## config.mk

```make
export PLATFORM = sky130hd
export DESIGN_NAME = cpuCore
export DESIGN_NICKNAME = d
export VERILOG_FILES = /design/src/logic/cpuPkg.sv /design/src/logic/cpuCore.sv /design/src/logic/memoryStage.sv /design/src/logic/executeStage.sv /design/src/logic/decodeStage.sv /design/src/logic/fetchStage.sv
export VERILOG_INCLUDE_DIRS = /design/src /design/src/include
export SDC_FILE = /design/constraint.sdc
export NUM_CORES = 1
export LEC_CHECK = 0
export ABC_CLOCK_PERIOD_IN_PS = 18140
export BUFFER_PORTS_ARGS = -buffer_cell sky130_fd_sc_hd__buf_4
export CAP_MARGIN = 5
export CORE_MARGIN = 2
export CORE_UTILIZATION = 44
export DETAILED_ROUTE_END_ITERATION = 8
export REMOVE_ABC_BUFFERS = 1
export SLEW_MARGIN = 20
export SYNTH_ARGS = -nofsm -noshare
export SYNTH_HDL_FRONTEND = slang
export SYNTH_SLANG_ARGS = --single-unit
```

## constraint.sdc

```tcl
create_clock -name clk -period 18.14 [get_ports clk]
set_input_delay 3.628 -clock clk [delete_from_list [all_inputs] [get_ports clk]]
set_output_delay 3.628 -clock clk [all_outputs]
set_load 0.02 [all_outputs]
```

## src/include/cpu_consts.svh

```systemverilog
`ifndef CPU_CONSTS_SVH
`define CPU_CONSTS_SVH

// datapath width in bits
`define WORD_SIZE 16

// general registers r0..r3
`define NUM_REGS 4

// first fetch address after reset
`define RESET_PC 16'h0000

`endif
```

## src/logic/cpuPkg.sv

```systemverilog
`default_nettype none

`include "cpu_consts.svh"

package cpuPkg;

    typedef enum logic [3:0] {
        OP_BNE   = 4'd0,
        OP_BEQ   = 4'd1,
        OP_ADI   = 4'd4,
        OP_ORI   = 4'd5,
        OP_LHI   = 4'd6,
        OP_LWD   = 4'd7,
        OP_SWD   = 4'd8,
        OP_JMP   = 4'd9,
        OP_RTYPE = 4'd15
    } opcodeE;

    typedef enum logic [5:0] {
        FN_ADD = 6'd0,
        FN_SUB = 6'd1,
        FN_AND = 6'd2,
        FN_ORR = 6'd3,
        FN_NOT = 6'd4,
        FN_TCP = 6'd5,
        FN_SHL = 6'd6,
        FN_SHR = 6'd7,
        FN_WWD = 6'd28,
        FN_HLT = 6'd29
    } funcE;

    // same order as the low three function bits
    typedef enum logic [2:0] {
        ALU_ADD, ALU_SUB, ALU_AND, ALU_OR, ALU_NOT, ALU_TCP, ALU_SHL, ALU_SHR
    } aluOpE;

    typedef struct packed {
        logic  regWrite;
        logic  aluSrcImm;
        logic  memRead;
        logic  memWrite;
        logic  memToReg;
        logic  isWwd;
        logic  isHalt;
        logic  zeroSrcA;   // LHI passes the immediate through OR
        aluOpE aluOp;
        logic  retire;     // clear for bubbles
    } ctrlT;

    typedef struct packed {
        logic [`WORD_SIZE-1:0] pcPlus1;
        logic [`WORD_SIZE-1:0] instr;
    } ifIdT;

    typedef struct packed {
        ctrlT                  ctrl;
        logic [`WORD_SIZE-1:0] rsVal;
        logic [`WORD_SIZE-1:0] rtVal;
        logic [`WORD_SIZE-1:0] imm;
        logic [1:0]            rs;
        logic [1:0]            rt;
        logic [1:0]            rd;
    } idExT;

    typedef struct packed {
        ctrlT                  ctrl;
        logic [`WORD_SIZE-1:0] aluResult;
        logic [`WORD_SIZE-1:0] storeVal;
        logic [`WORD_SIZE-1:0] outVal;
        logic [1:0]            rd;
    } exMemT;

    typedef struct packed {
        ctrlT                  ctrl;
        logic [`WORD_SIZE-1:0] aluResult;
        logic [`WORD_SIZE-1:0] loadVal;
        logic [`WORD_SIZE-1:0] outVal;
        logic [1:0]            rd;
    } memWbT;

endpackage

`default_nettype wire

```

## src/logic/cpuCore.sv

```systemverilog
`default_nettype none

`include "cpu_consts.svh"

module cpuCore import cpuPkg::*; (
    input  logic                  clk,
    input  logic                  rstN,
    output logic                  instrRead,
    output logic [`WORD_SIZE-1:0] instrAddr,
    input  logic [`WORD_SIZE-1:0] instrData,
    output logic                  dataRead,
    output logic                  dataWrite,
    output logic [`WORD_SIZE-1:0] dataAddr,
    output logic [`WORD_SIZE-1:0] dataWrData,
    input  logic [`WORD_SIZE-1:0] dataRdData,
    output logic [`WORD_SIZE-1:0] outputPort,
    output logic                  outputStrobe,
    output logic [`WORD_SIZE-1:0] numInst,
    output logic                  halted
);

    ifIdT                  ifId;
    idExT                  idEx;
    exMemT                 exMem;
    memWbT                 memWb;
    logic                  stall, redirect, exRegWrite, wbRegWrite;
    logic [`WORD_SIZE-1:0] redirectPc, exResult, wbData;
    logic [1:0]            exRd, wbRd;

    fetchStage fetchStage_inst (.clk, .rstN, .stall, .redirect, .redirectPc, .instrData,
        .instrAddr, .instrRead, .ifId);

    decodeStage decodeStage_inst (.clk, .rstN, .ifId, .exMem, .exResult, .exRd, .exRegWrite,
        .wbRegWrite, .wbRd, .wbData, .stall, .redirect, .redirectPc, .idEx);

    executeStage executeStage_inst (.clk, .rstN, .idEx, .exMem, .wbRegWrite, .wbRd, .wbData,
        .exResult, .exRd, .exRegWrite);

    memoryStage memoryStage_inst (.clk, .rstN, .exMem, .dataRdData, .dataRead, .dataWrite,
        .dataAddr, .dataWrData, .memWb, .wbRegWrite, .wbRd, .wbData);

    assign outputStrobe = memWb.ctrl.isWwd;
    assign outputPort   = memWb.outVal;

    // count lags MEM/WB by one cycle, halted likewise
    always_ff @(posedge clk or negedge rstN) begin
        if (!rstN) begin
            numInst <= '0;
            halted  <= 1'b0;
        end else begin
            numInst <= numInst + `WORD_SIZE'(memWb.ctrl.retire);
            if (memWb.ctrl.isHalt)
                halted <= 1'b1;   // sticky until reset
        end
    end

endmodule

`default_nettype wire

```

## src/logic/memoryStage.sv

```systemverilog
`default_nettype none

`include "cpu_consts.svh"

module memoryStage import cpuPkg::*; (
    input  logic                  clk,
    input  logic                  rstN,
    input  exMemT                 exMem,
    input  logic [`WORD_SIZE-1:0] dataRdData,
    output logic                  dataRead,
    output logic                  dataWrite,
    output logic [`WORD_SIZE-1:0] dataAddr,
    output logic [`WORD_SIZE-1:0] dataWrData,
    output memWbT                 memWb,
    output logic                  wbRegWrite,
    output logic [1:0]            wbRd,
    output logic [`WORD_SIZE-1:0] wbData
);

    assign dataRead   = exMem.ctrl.memRead;
    assign dataWrite  = exMem.ctrl.memWrite;
    assign dataAddr   = exMem.aluResult;   // rs + imm
    assign dataWrData = exMem.storeVal;

    always_ff @(posedge clk or negedge rstN) begin
        if (!rstN) begin
            memWb <= '0;
        end else begin
            memWb.ctrl      <= exMem.ctrl;
            memWb.aluResult <= exMem.aluResult;
            memWb.loadVal   <= dataRdData;   // valid same cycle as dataRead
            memWb.outVal    <= exMem.outVal;
            memWb.rd        <= exMem.rd;
        end
    end

    assign wbRegWrite = memWb.ctrl.regWrite;
    assign wbRd       = memWb.rd;
    assign wbData     = memWb.ctrl.memToReg ? memWb.loadVal : memWb.aluResult;

endmodule

`default_nettype wire

```

## src/logic/executeStage.sv

```systemverilog
`default_nettype none

`include "cpu_consts.svh"

module executeStage import cpuPkg::*; (
    input  logic                  clk,
    input  logic                  rstN,
    input  idExT                  idEx,
    output exMemT                 exMem,
    input  logic                  wbRegWrite,
    input  logic [1:0]            wbRd,
    input  logic [`WORD_SIZE-1:0] wbData,
    output logic [`WORD_SIZE-1:0] exResult,
    output logic [1:0]            exRd,
    output logic                  exRegWrite
);

    logic [`WORD_SIZE-1:0] fwdRs, fwdRt, opA, opB, aluOut;

    // picks up load data that decode could not see
    always_comb begin
        fwdRs = idEx.rsVal;
        if (exMem.ctrl.regWrite && exMem.rd == idEx.rs)
            fwdRs = exMem.aluResult;
        else if (wbRegWrite && wbRd == idEx.rs)
            fwdRs = wbData;
        fwdRt = idEx.rtVal;
        if (exMem.ctrl.regWrite && exMem.rd == idEx.rt)
            fwdRt = exMem.aluResult;
        else if (wbRegWrite && wbRd == idEx.rt)
            fwdRt = wbData;
    end

    assign opA = idEx.ctrl.zeroSrcA ? '0 : fwdRs;
    assign opB = idEx.ctrl.aluSrcImm ? idEx.imm : fwdRt;

    always_comb begin
        case (idEx.ctrl.aluOp)
            ALU_ADD: aluOut = opA + opB;
            ALU_SUB: aluOut = opA - opB;
            ALU_AND: aluOut = opA & opB;
            ALU_OR:  aluOut = opA | opB;
            ALU_NOT: aluOut = ~opA;
            ALU_TCP: aluOut = ~opA + `WORD_SIZE'd1;
            ALU_SHL: aluOut = opA << 1;
            ALU_SHR: aluOut = {opA[15], opA[15:1]};   // arithmetic
            default: aluOut = opA;
        endcase
    end

    assign exResult   = aluOut;
    assign exRd       = idEx.rd;
    assign exRegWrite = idEx.ctrl.regWrite;

    always_ff @(posedge clk or negedge rstN) begin
        if (!rstN) begin
            exMem <= '0;
        end else begin
            exMem.ctrl      <= idEx.ctrl;
            exMem.aluResult <= aluOut;
            exMem.storeVal  <= fwdRt;   // SWD data
            exMem.outVal    <= fwdRs;   // WWD value
            exMem.rd        <= idEx.rd;
        end
    end

endmodule

`default_nettype wire

```

## src/logic/decodeStage.sv

```systemverilog
`default_nettype none

`include "cpu_consts.svh"

module decodeStage import cpuPkg::*; (
    input  logic                  clk,
    input  logic                  rstN,
    input  ifIdT                  ifId,
    input  exMemT                 exMem,
    input  logic [`WORD_SIZE-1:0] exResult,
    input  logic [1:0]            exRd,
    input  logic                  exRegWrite,
    input  logic                  wbRegWrite,
    input  logic [1:0]            wbRd,
    input  logic [`WORD_SIZE-1:0] wbData,
    output logic                  stall,
    output logic                  redirect,
    output logic [`WORD_SIZE-1:0] redirectPc,
    output idExT                  idEx
);

    logic [`WORD_SIZE-1:0] regFile [`NUM_REGS];
    logic [`WORD_SIZE-1:0] rsVal, rtVal, imm, haltPc;
    logic [1:0]            rs, rt, rd;
    opcodeE                opcode;
    funcE                  func;
    ctrlT                  ctrl;
    logic                  rsUsed, rtUsed, isBranch, isJump, taken;
    logic                  haltSeen, loadHazard, branchHazard;

    assign opcode = opcodeE'(ifId.instr[15:12]);
    assign func   = funcE'(ifId.instr[5:0]);
    assign rs     = ifId.instr[11:10];
    assign rt     = ifId.instr[9:8];

    always_comb begin
        ctrl     = '0;
        rsUsed   = 1'b0;
        rtUsed   = 1'b0;
        isBranch = 1'b0;
        isJump   = 1'b0;
        rd       = rt;                                      // I-type writes rt
        imm      = {{8{ifId.instr[7]}}, ifId.instr[7:0]};   // sign extended
        if (ifId.instr != '0 && !haltSeen) begin
            ctrl.retire = 1'b1;
            case (opcode)
                OP_RTYPE: begin
                    rd = ifId.instr[7:6];
                    case (func)
                        FN_ADD, FN_SUB, FN_AND, FN_ORR: begin
                            rsUsed        = 1'b1;
                            rtUsed        = 1'b1;
                            ctrl.regWrite = 1'b1;
                            ctrl.aluOp    = aluOpE'(ifId.instr[2:0]);
                        end
                        FN_NOT, FN_TCP, FN_SHL, FN_SHR: begin
                            rsUsed        = 1'b1;
                            ctrl.regWrite = 1'b1;
                            ctrl.aluOp    = aluOpE'(ifId.instr[2:0]);
                        end
                        FN_WWD: begin
                            rsUsed     = 1'b1;
                            ctrl.isWwd = 1'b1;
                        end
                        FN_HLT: ctrl.isHalt = 1'b1;
                        default: ;   // unknown function retires as a nop
                    endcase
                end
                OP_ADI, OP_ORI, OP_LWD: begin
                    rsUsed         = 1'b1;
                    ctrl.regWrite  = 1'b1;
                    ctrl.aluSrcImm = 1'b1;
                    ctrl.memRead   = (opcode == OP_LWD);
                    ctrl.memToReg  = (opcode == OP_LWD);
                    ctrl.aluOp     = (opcode == OP_ORI) ? ALU_OR : ALU_ADD;
                    if (opcode == OP_ORI)
                        imm = {8'h00, ifId.instr[7:0]};
                end
                OP_LHI: begin
                    ctrl.regWrite  = 1'b1;
                    ctrl.aluSrcImm = 1'b1;
                    ctrl.zeroSrcA  = 1'b1;
                    ctrl.aluOp     = ALU_OR;
                    imm            = {ifId.instr[7:0], 8'h00};
                end
                OP_SWD: begin
                    rsUsed         = 1'b1;
                    rtUsed         = 1'b1;
                    ctrl.aluSrcImm = 1'b1;
                    ctrl.memWrite  = 1'b1;
                end
                OP_BNE, OP_BEQ: begin
                    rsUsed   = 1'b1;
                    rtUsed   = 1'b1;
                    isBranch = 1'b1;
                end
                OP_JMP:  isJump = 1'b1;
                default: ;
            endcase
        end
    end

    // newest first: EX result, EX/MEM, writeback, then the file
    always_comb begin
        rsVal = regFile[rs];
        if (exRegWrite && exRd == rs)
            rsVal = exResult;
        else if (exMem.ctrl.regWrite && !exMem.ctrl.memRead && exMem.rd == rs)
            rsVal = exMem.aluResult;
        else if (wbRegWrite && wbRd == rs)
            rsVal = wbData;
        rtVal = regFile[rt];
        if (exRegWrite && exRd == rt)
            rtVal = exResult;
        else if (exMem.ctrl.regWrite && !exMem.ctrl.memRead && exMem.rd == rt)
            rtVal = exMem.aluResult;
        else if (wbRegWrite && wbRd == rt)
            rtVal = wbData;
    end

    assign loadHazard = idEx.ctrl.memRead &&
                        ((rsUsed && idEx.rd == rs) || (rtUsed && idEx.rd == rt));
    // load data is not visible here while the load sits in EX/MEM
    assign branchHazard = isBranch && exMem.ctrl.memRead && (exMem.rd == rs || exMem.rd == rt);
    assign stall        = loadHazard || branchHazard;
    assign taken        = isBranch && ((rsVal == rtVal) == (opcode == OP_BEQ));

    always_comb begin
        redirect   = 1'b0;
        redirectPc = ifId.pcPlus1 + imm;   // branch target
        if (haltSeen) begin
            redirect   = 1'b1;             // spin on the HLT
            redirectPc = haltPc;
        end else if (!stall) begin
            if (ctrl.isHalt) begin
                redirect   = 1'b1;
                redirectPc = ifId.pcPlus1 - `WORD_SIZE'd1;
            end else if (isJump) begin
                redirect   = 1'b1;
                redirectPc = {ifId.pcPlus1[15:12], ifId.instr[11:0]};
            end else if (taken) begin
                redirect = 1'b1;
            end
        end
    end

    always_ff @(posedge clk or negedge rstN) begin
        if (!rstN) begin
            haltSeen <= 1'b0;
            haltPc   <= `RESET_PC;
        end else if (ctrl.isHalt && !stall) begin
            haltSeen <= 1'b1;
            haltPc   <= ifId.pcPlus1 - `WORD_SIZE'd1;
        end
    end

    always_ff @(posedge clk or negedge rstN) begin
        if (!rstN)
            regFile <= '{default: '0};
        else if (wbRegWrite)
            regFile[wbRd] <= wbData;
    end

    always_ff @(posedge clk or negedge rstN) begin
        if (!rstN) begin
            idEx <= '0;
        end else begin
            idEx.ctrl  <= stall ? ctrlT'('0) : ctrl;   // bubble on load-use
            idEx.rsVal <= rsVal;
            idEx.rtVal <= rtVal;
            idEx.imm   <= imm;
            idEx.rs    <= rs;
            idEx.rt    <= rt;
            idEx.rd    <= rd;
        end
    end

endmodule

`default_nettype wire

```

## src/logic/fetchStage.sv

```systemverilog
`default_nettype none

`include "cpu_consts.svh"

module fetchStage import cpuPkg::*; (
    input  logic                  clk,
    input  logic                  rstN,
    input  logic                  stall,
    input  logic                  redirect,
    input  logic [`WORD_SIZE-1:0] redirectPc,
    input  logic [`WORD_SIZE-1:0] instrData,
    output logic [`WORD_SIZE-1:0] instrAddr,
    output logic                  instrRead,
    output ifIdT                  ifId
);

    logic [`WORD_SIZE-1:0] pc;
    logic [`WORD_SIZE-1:0] pcPlus1;

    assign pcPlus1   = pc + `WORD_SIZE'd1;
    assign instrAddr = pc;
    assign instrRead = 1'b1;   // fetch every cycle, memory answers in the same cycle

    always_ff @(posedge clk or negedge rstN) begin
        if (!rstN) begin
            pc   <= `RESET_PC;
            ifId <= '0;
        end else if (redirect) begin
            pc   <= redirectPc;
            ifId <= '0;             // instruction zero is the bubble
        end else if (!stall) begin
            pc           <= pcPlus1;
            ifId.pcPlus1 <= pcPlus1;
            ifId.instr   <= instrData;
        end
        // stall holds pc and IF/ID
    end

endmodule

`default_nettype wire

```

==> impl_metrics.ini <==
[placement]
placed_area_um2 = 20700
gp_congestion = 1.02
io_buffers = 117
pre_cts_ws_ps = 10080
dp_hpwl_mm = 47.3

[worst_setup_path]
crit_family = simple AND/OR/NAND/NOR gates
path_buf_inv = 1
cp.required_ps = 18580
path_common_cell = and3_1
critPathKind = flip-flop to flip-flop
reg2reg_to = fetchStage_inst.instrAddr[5]
rr_worst_depth = 25
cp-start-kind = flip-flop
slowest_stage = and3_1
crit_path_max_fanout = 63
rrSetupSlack_ps = 9860
reg2reg_from = executeStage_inst.exMem[0]
slowest_delay_ps = 980
endpoint_kind = flip-flop
critPathArrivalTime_ps = 8720

[synth]
ys_warn_count = 0
ys_seq_area_share_pct = 41.1
syn_area_um2 = 19600
synth_top_area_share_pct = 41.1
avgSynthCellArea_um2 = 9.10
synthArstFlopShare_pct = 100
synth-edff-count = 0
ys_ff_latch = 322
synth.most_common_cell = dfrtp_1
ys_dominant_reg_cell = dfrtp_1
synthCells = 2152
synth.largest_area_cell = dfrtp_1
synth_common_cells = dfrtp_1 (322), nand2_1 (287), nor2_1 (147)
synthTopCellsByArea = dfrtp_1 (41%), nand2_1 (5.5%), mux4_2 (3.7%)
synth_cell_types = 85

[timing]
setup_slack_ps = 9860
hold_ws_ps = 347
finalCritPeriodShare_pct = 45.6
tns_ps = 0
finalSetupViolations = 0
worstMarginPinSlew_ps = 1160
clock_skew_ps = 28.5
max_freq_mhz = 121
rsz0062_at_grt = no
slew_headroom_pct = 22.0
post-route-min-period_ps = 8280
hold_viol = 0
slew_viol_final = 0

[global_routing]
grt_first_pass_wirelength_mm = 102
overflow = 0
grt_max_degree = 104
antenna_found_initial = 1
gr-usage-all-layers_pct = 28.5
grt_pass1_vias = 16500

[cts]
clock-sinks = 322
clkTransAtPathRegs_ps = 60
cts-hold-fix-buffers = 0
cts_inserted_buffers = 38
htreeDepth = 2
cts_tree = yes
cts_setup_buffers = 0
clk_path_buf_depth = 3
cts_resized = 0
cts_root_buffer = clkbuf_16
clock_latency_ps = 580

[cells_and_area]
fillCellCount = 4263
drive_above_1_share_pct = 14.9
multi_input_area_um2 = 10400
area_growth_pct = 12.2
final_net_count = 2254
fin_util_pct = 49.8
stdcell_area_um2 = 22000
seq_area_um2 = 8060

[power]
ir_drop_mv = 0.110
power-per-cell-area_nw_per_um2 = 206
cellLeakagePower_nw = 9.57

[drt]
drtPass1Iterations = 5
routed_via_density = 6.12
wl_mm = 65.7
drc = 0
ant_nets = 0
via_count = 17100
routedWlPerCell_um = 23.5
drt_iter0_drc = 1680

[die]
num_rows = 77
die-area_um2 = 46200
io_pins = 119
die_w_um = 215
start_util_pct = 44.4
die_h_um = 215
core_area_um2 = 44100

[run]
drv_cap = 0

[worst_hold_path]
min_delay_path_depth = 0
min-delay-start = executeStage_inst.exMem[9]
hp-class = flip-flop to flip-flop
hold_end = memoryStage_inst.memWb[9]

[status]
status = completed
-- worst max-delay path by stage --
stage,start,endpoint,slack [ps],cells after the start
final,executeStage_inst.exMem[0],fetchStage_inst.instrAddr[5],9860,25
after global placement,executeStage_inst.exMem[1],fetchStage_inst.instrAddr[5],10320,24
after floorplan,fetchStage_inst.ifId[8],decodeStage_inst.idEx[64],9550,8
after detailed placement,executeStage_inst.exMem[0],fetchStage_inst.instrAddr[8],10080,25
after global routing,executeStage_inst.exMem[0],fetchStage_inst.instrAddr[8],9240,25
after CTS,executeStage_inst.exMem[0],fetchStage_inst.instrAddr[8],10020,25
-- metal layers --
metal | up-vias | track usage [%] | part of all wire [%]
li1 | 7832 | - | -
met1 | 8344 | 38.8 | 43
met2 | 772 | 45.0 | 45
met3 | 182 | 4.19 | 6.8
met4 | 0 | 13.6 | 5.0
met5 | - | 0 | 0
-- cell families (layout without fill, tap and decap cells) --
| group | after synthesis | after routing | synth area share [%] |
|---|---|---|---|
| mux | 122 | 122 | 8.54 |
| buf+inv | 243 | 298 | 5.79 |
| fa+ha+maj | 43 | 43 | 2.79 |
| other cells | 1 | 3 | 0.0191 |
| compound gates | 572 | 572 | 18.8 |
| flops | 322 | 322 | 41.1 |
| xor+xnor | 117 | 117 | 5.31 |
| simple gates | 732 | 732 | 17.7 |
-- report_power, final --
group / switching (mW) / internal [mW]
Clock: 0.325 / 0.446
Sequential: 0.240 / 0.986
Combinational: 1.55 / 0.979
Total: 2.11 / 2.41
-- registers in the layout, summed over array words and instances, names as in the netlist --
signal,flops
memoryStage_inst.memWb,52
fetchStage_inst.ifId,32
fetchStage_inst.instrAddr,16
numInst,16
memoryStage_inst.wbRegWrite,1
memoryStage_inst.wbRd,2
decodeStage_inst.haltSeen,1
decodeStage_inst.regFile,64
decodeStage_inst.haltPc,16
executeStage_inst.exMem,56
halted,1
decodeStage_inst.idEx,65
-- worst reg2reg max path, stage by stage (launching register included) --
cell,delay (ps)
dfrtp_1,470
xnor2_1,840
and3_1,980
o31ai_1,310
mux2i_1,340
ha_1,230
and2_1,150
a31oi_1,120
or2_2,360
nor2_1,200
o21ai_0,160
xnor2_1,180
ha_1,370
and3_1,180
and3_1,170
nor3_1,330
o211ai_1,140
o311ai_1,280
mux2i_1,290
o221ai_1,150
nor4_1,260
nand4_1,220
mux2i_4,200
buf_4,560
mux2_2,470
o22a_1,190
-- cells in the final DEF (no fill, tap or decap), drive strengths merged, types with 9 or more instances in the layout --
cell type / instances
dfrtp: 322
nand2: 287
o21ai: 178
buf: 172
nor2: 147
a21oi: 101
mux2i: 62
xnor2: 60
inv: 60
xor2: 57
clkbuf: 52
a31oi: 46
nor4: 45
nand4: 43
nor3: 43
ha: 38
o31ai: 36
mux4: 32
nand3: 31
and2: 30
mux2: 28
o22ai: 23
a21o: 22
and3: 19
o211ai: 17
o21a: 17
or2: 16
or3: 16
a211oi: 16
nand2b: 15
a22oi: 12
clkinv: 11
or4: 10
o221ai: 10
o22a: 10
nor2b: 9
a221oi: 9
-- per-stage QoR --
| stage | cells | total power [mW] |
|---|---|---|
| 3_5_place_dp | 2732 | 3.72 |
| 5_1_grt | 2799 | 4.81 |
| 3_3_place_gp | 2732 | 3.69 |
| 6_report | 2801 | 4.53 |
| 4_1_cts | 2799 | 4.51 |
| 2_1_floorplan | 1968 | 2.81 |
-- cell type report --
| class | count | share of cell area, % |
|---|---|---|
| timing repair buffer | 172 | 5.91 |
| inverter | 59 | 1.01 |
| multi-input combinational | 1587 | 47.5 |
| sequential | 322 | 36.7 |
| clock buffer | 52 | 4.70 |
| clock inverter | 15 | 0.843 |
| antenna | 2 | 0.0228 |
| tap | 592 | 3.37 |
(Power assumes the default switching activity.)
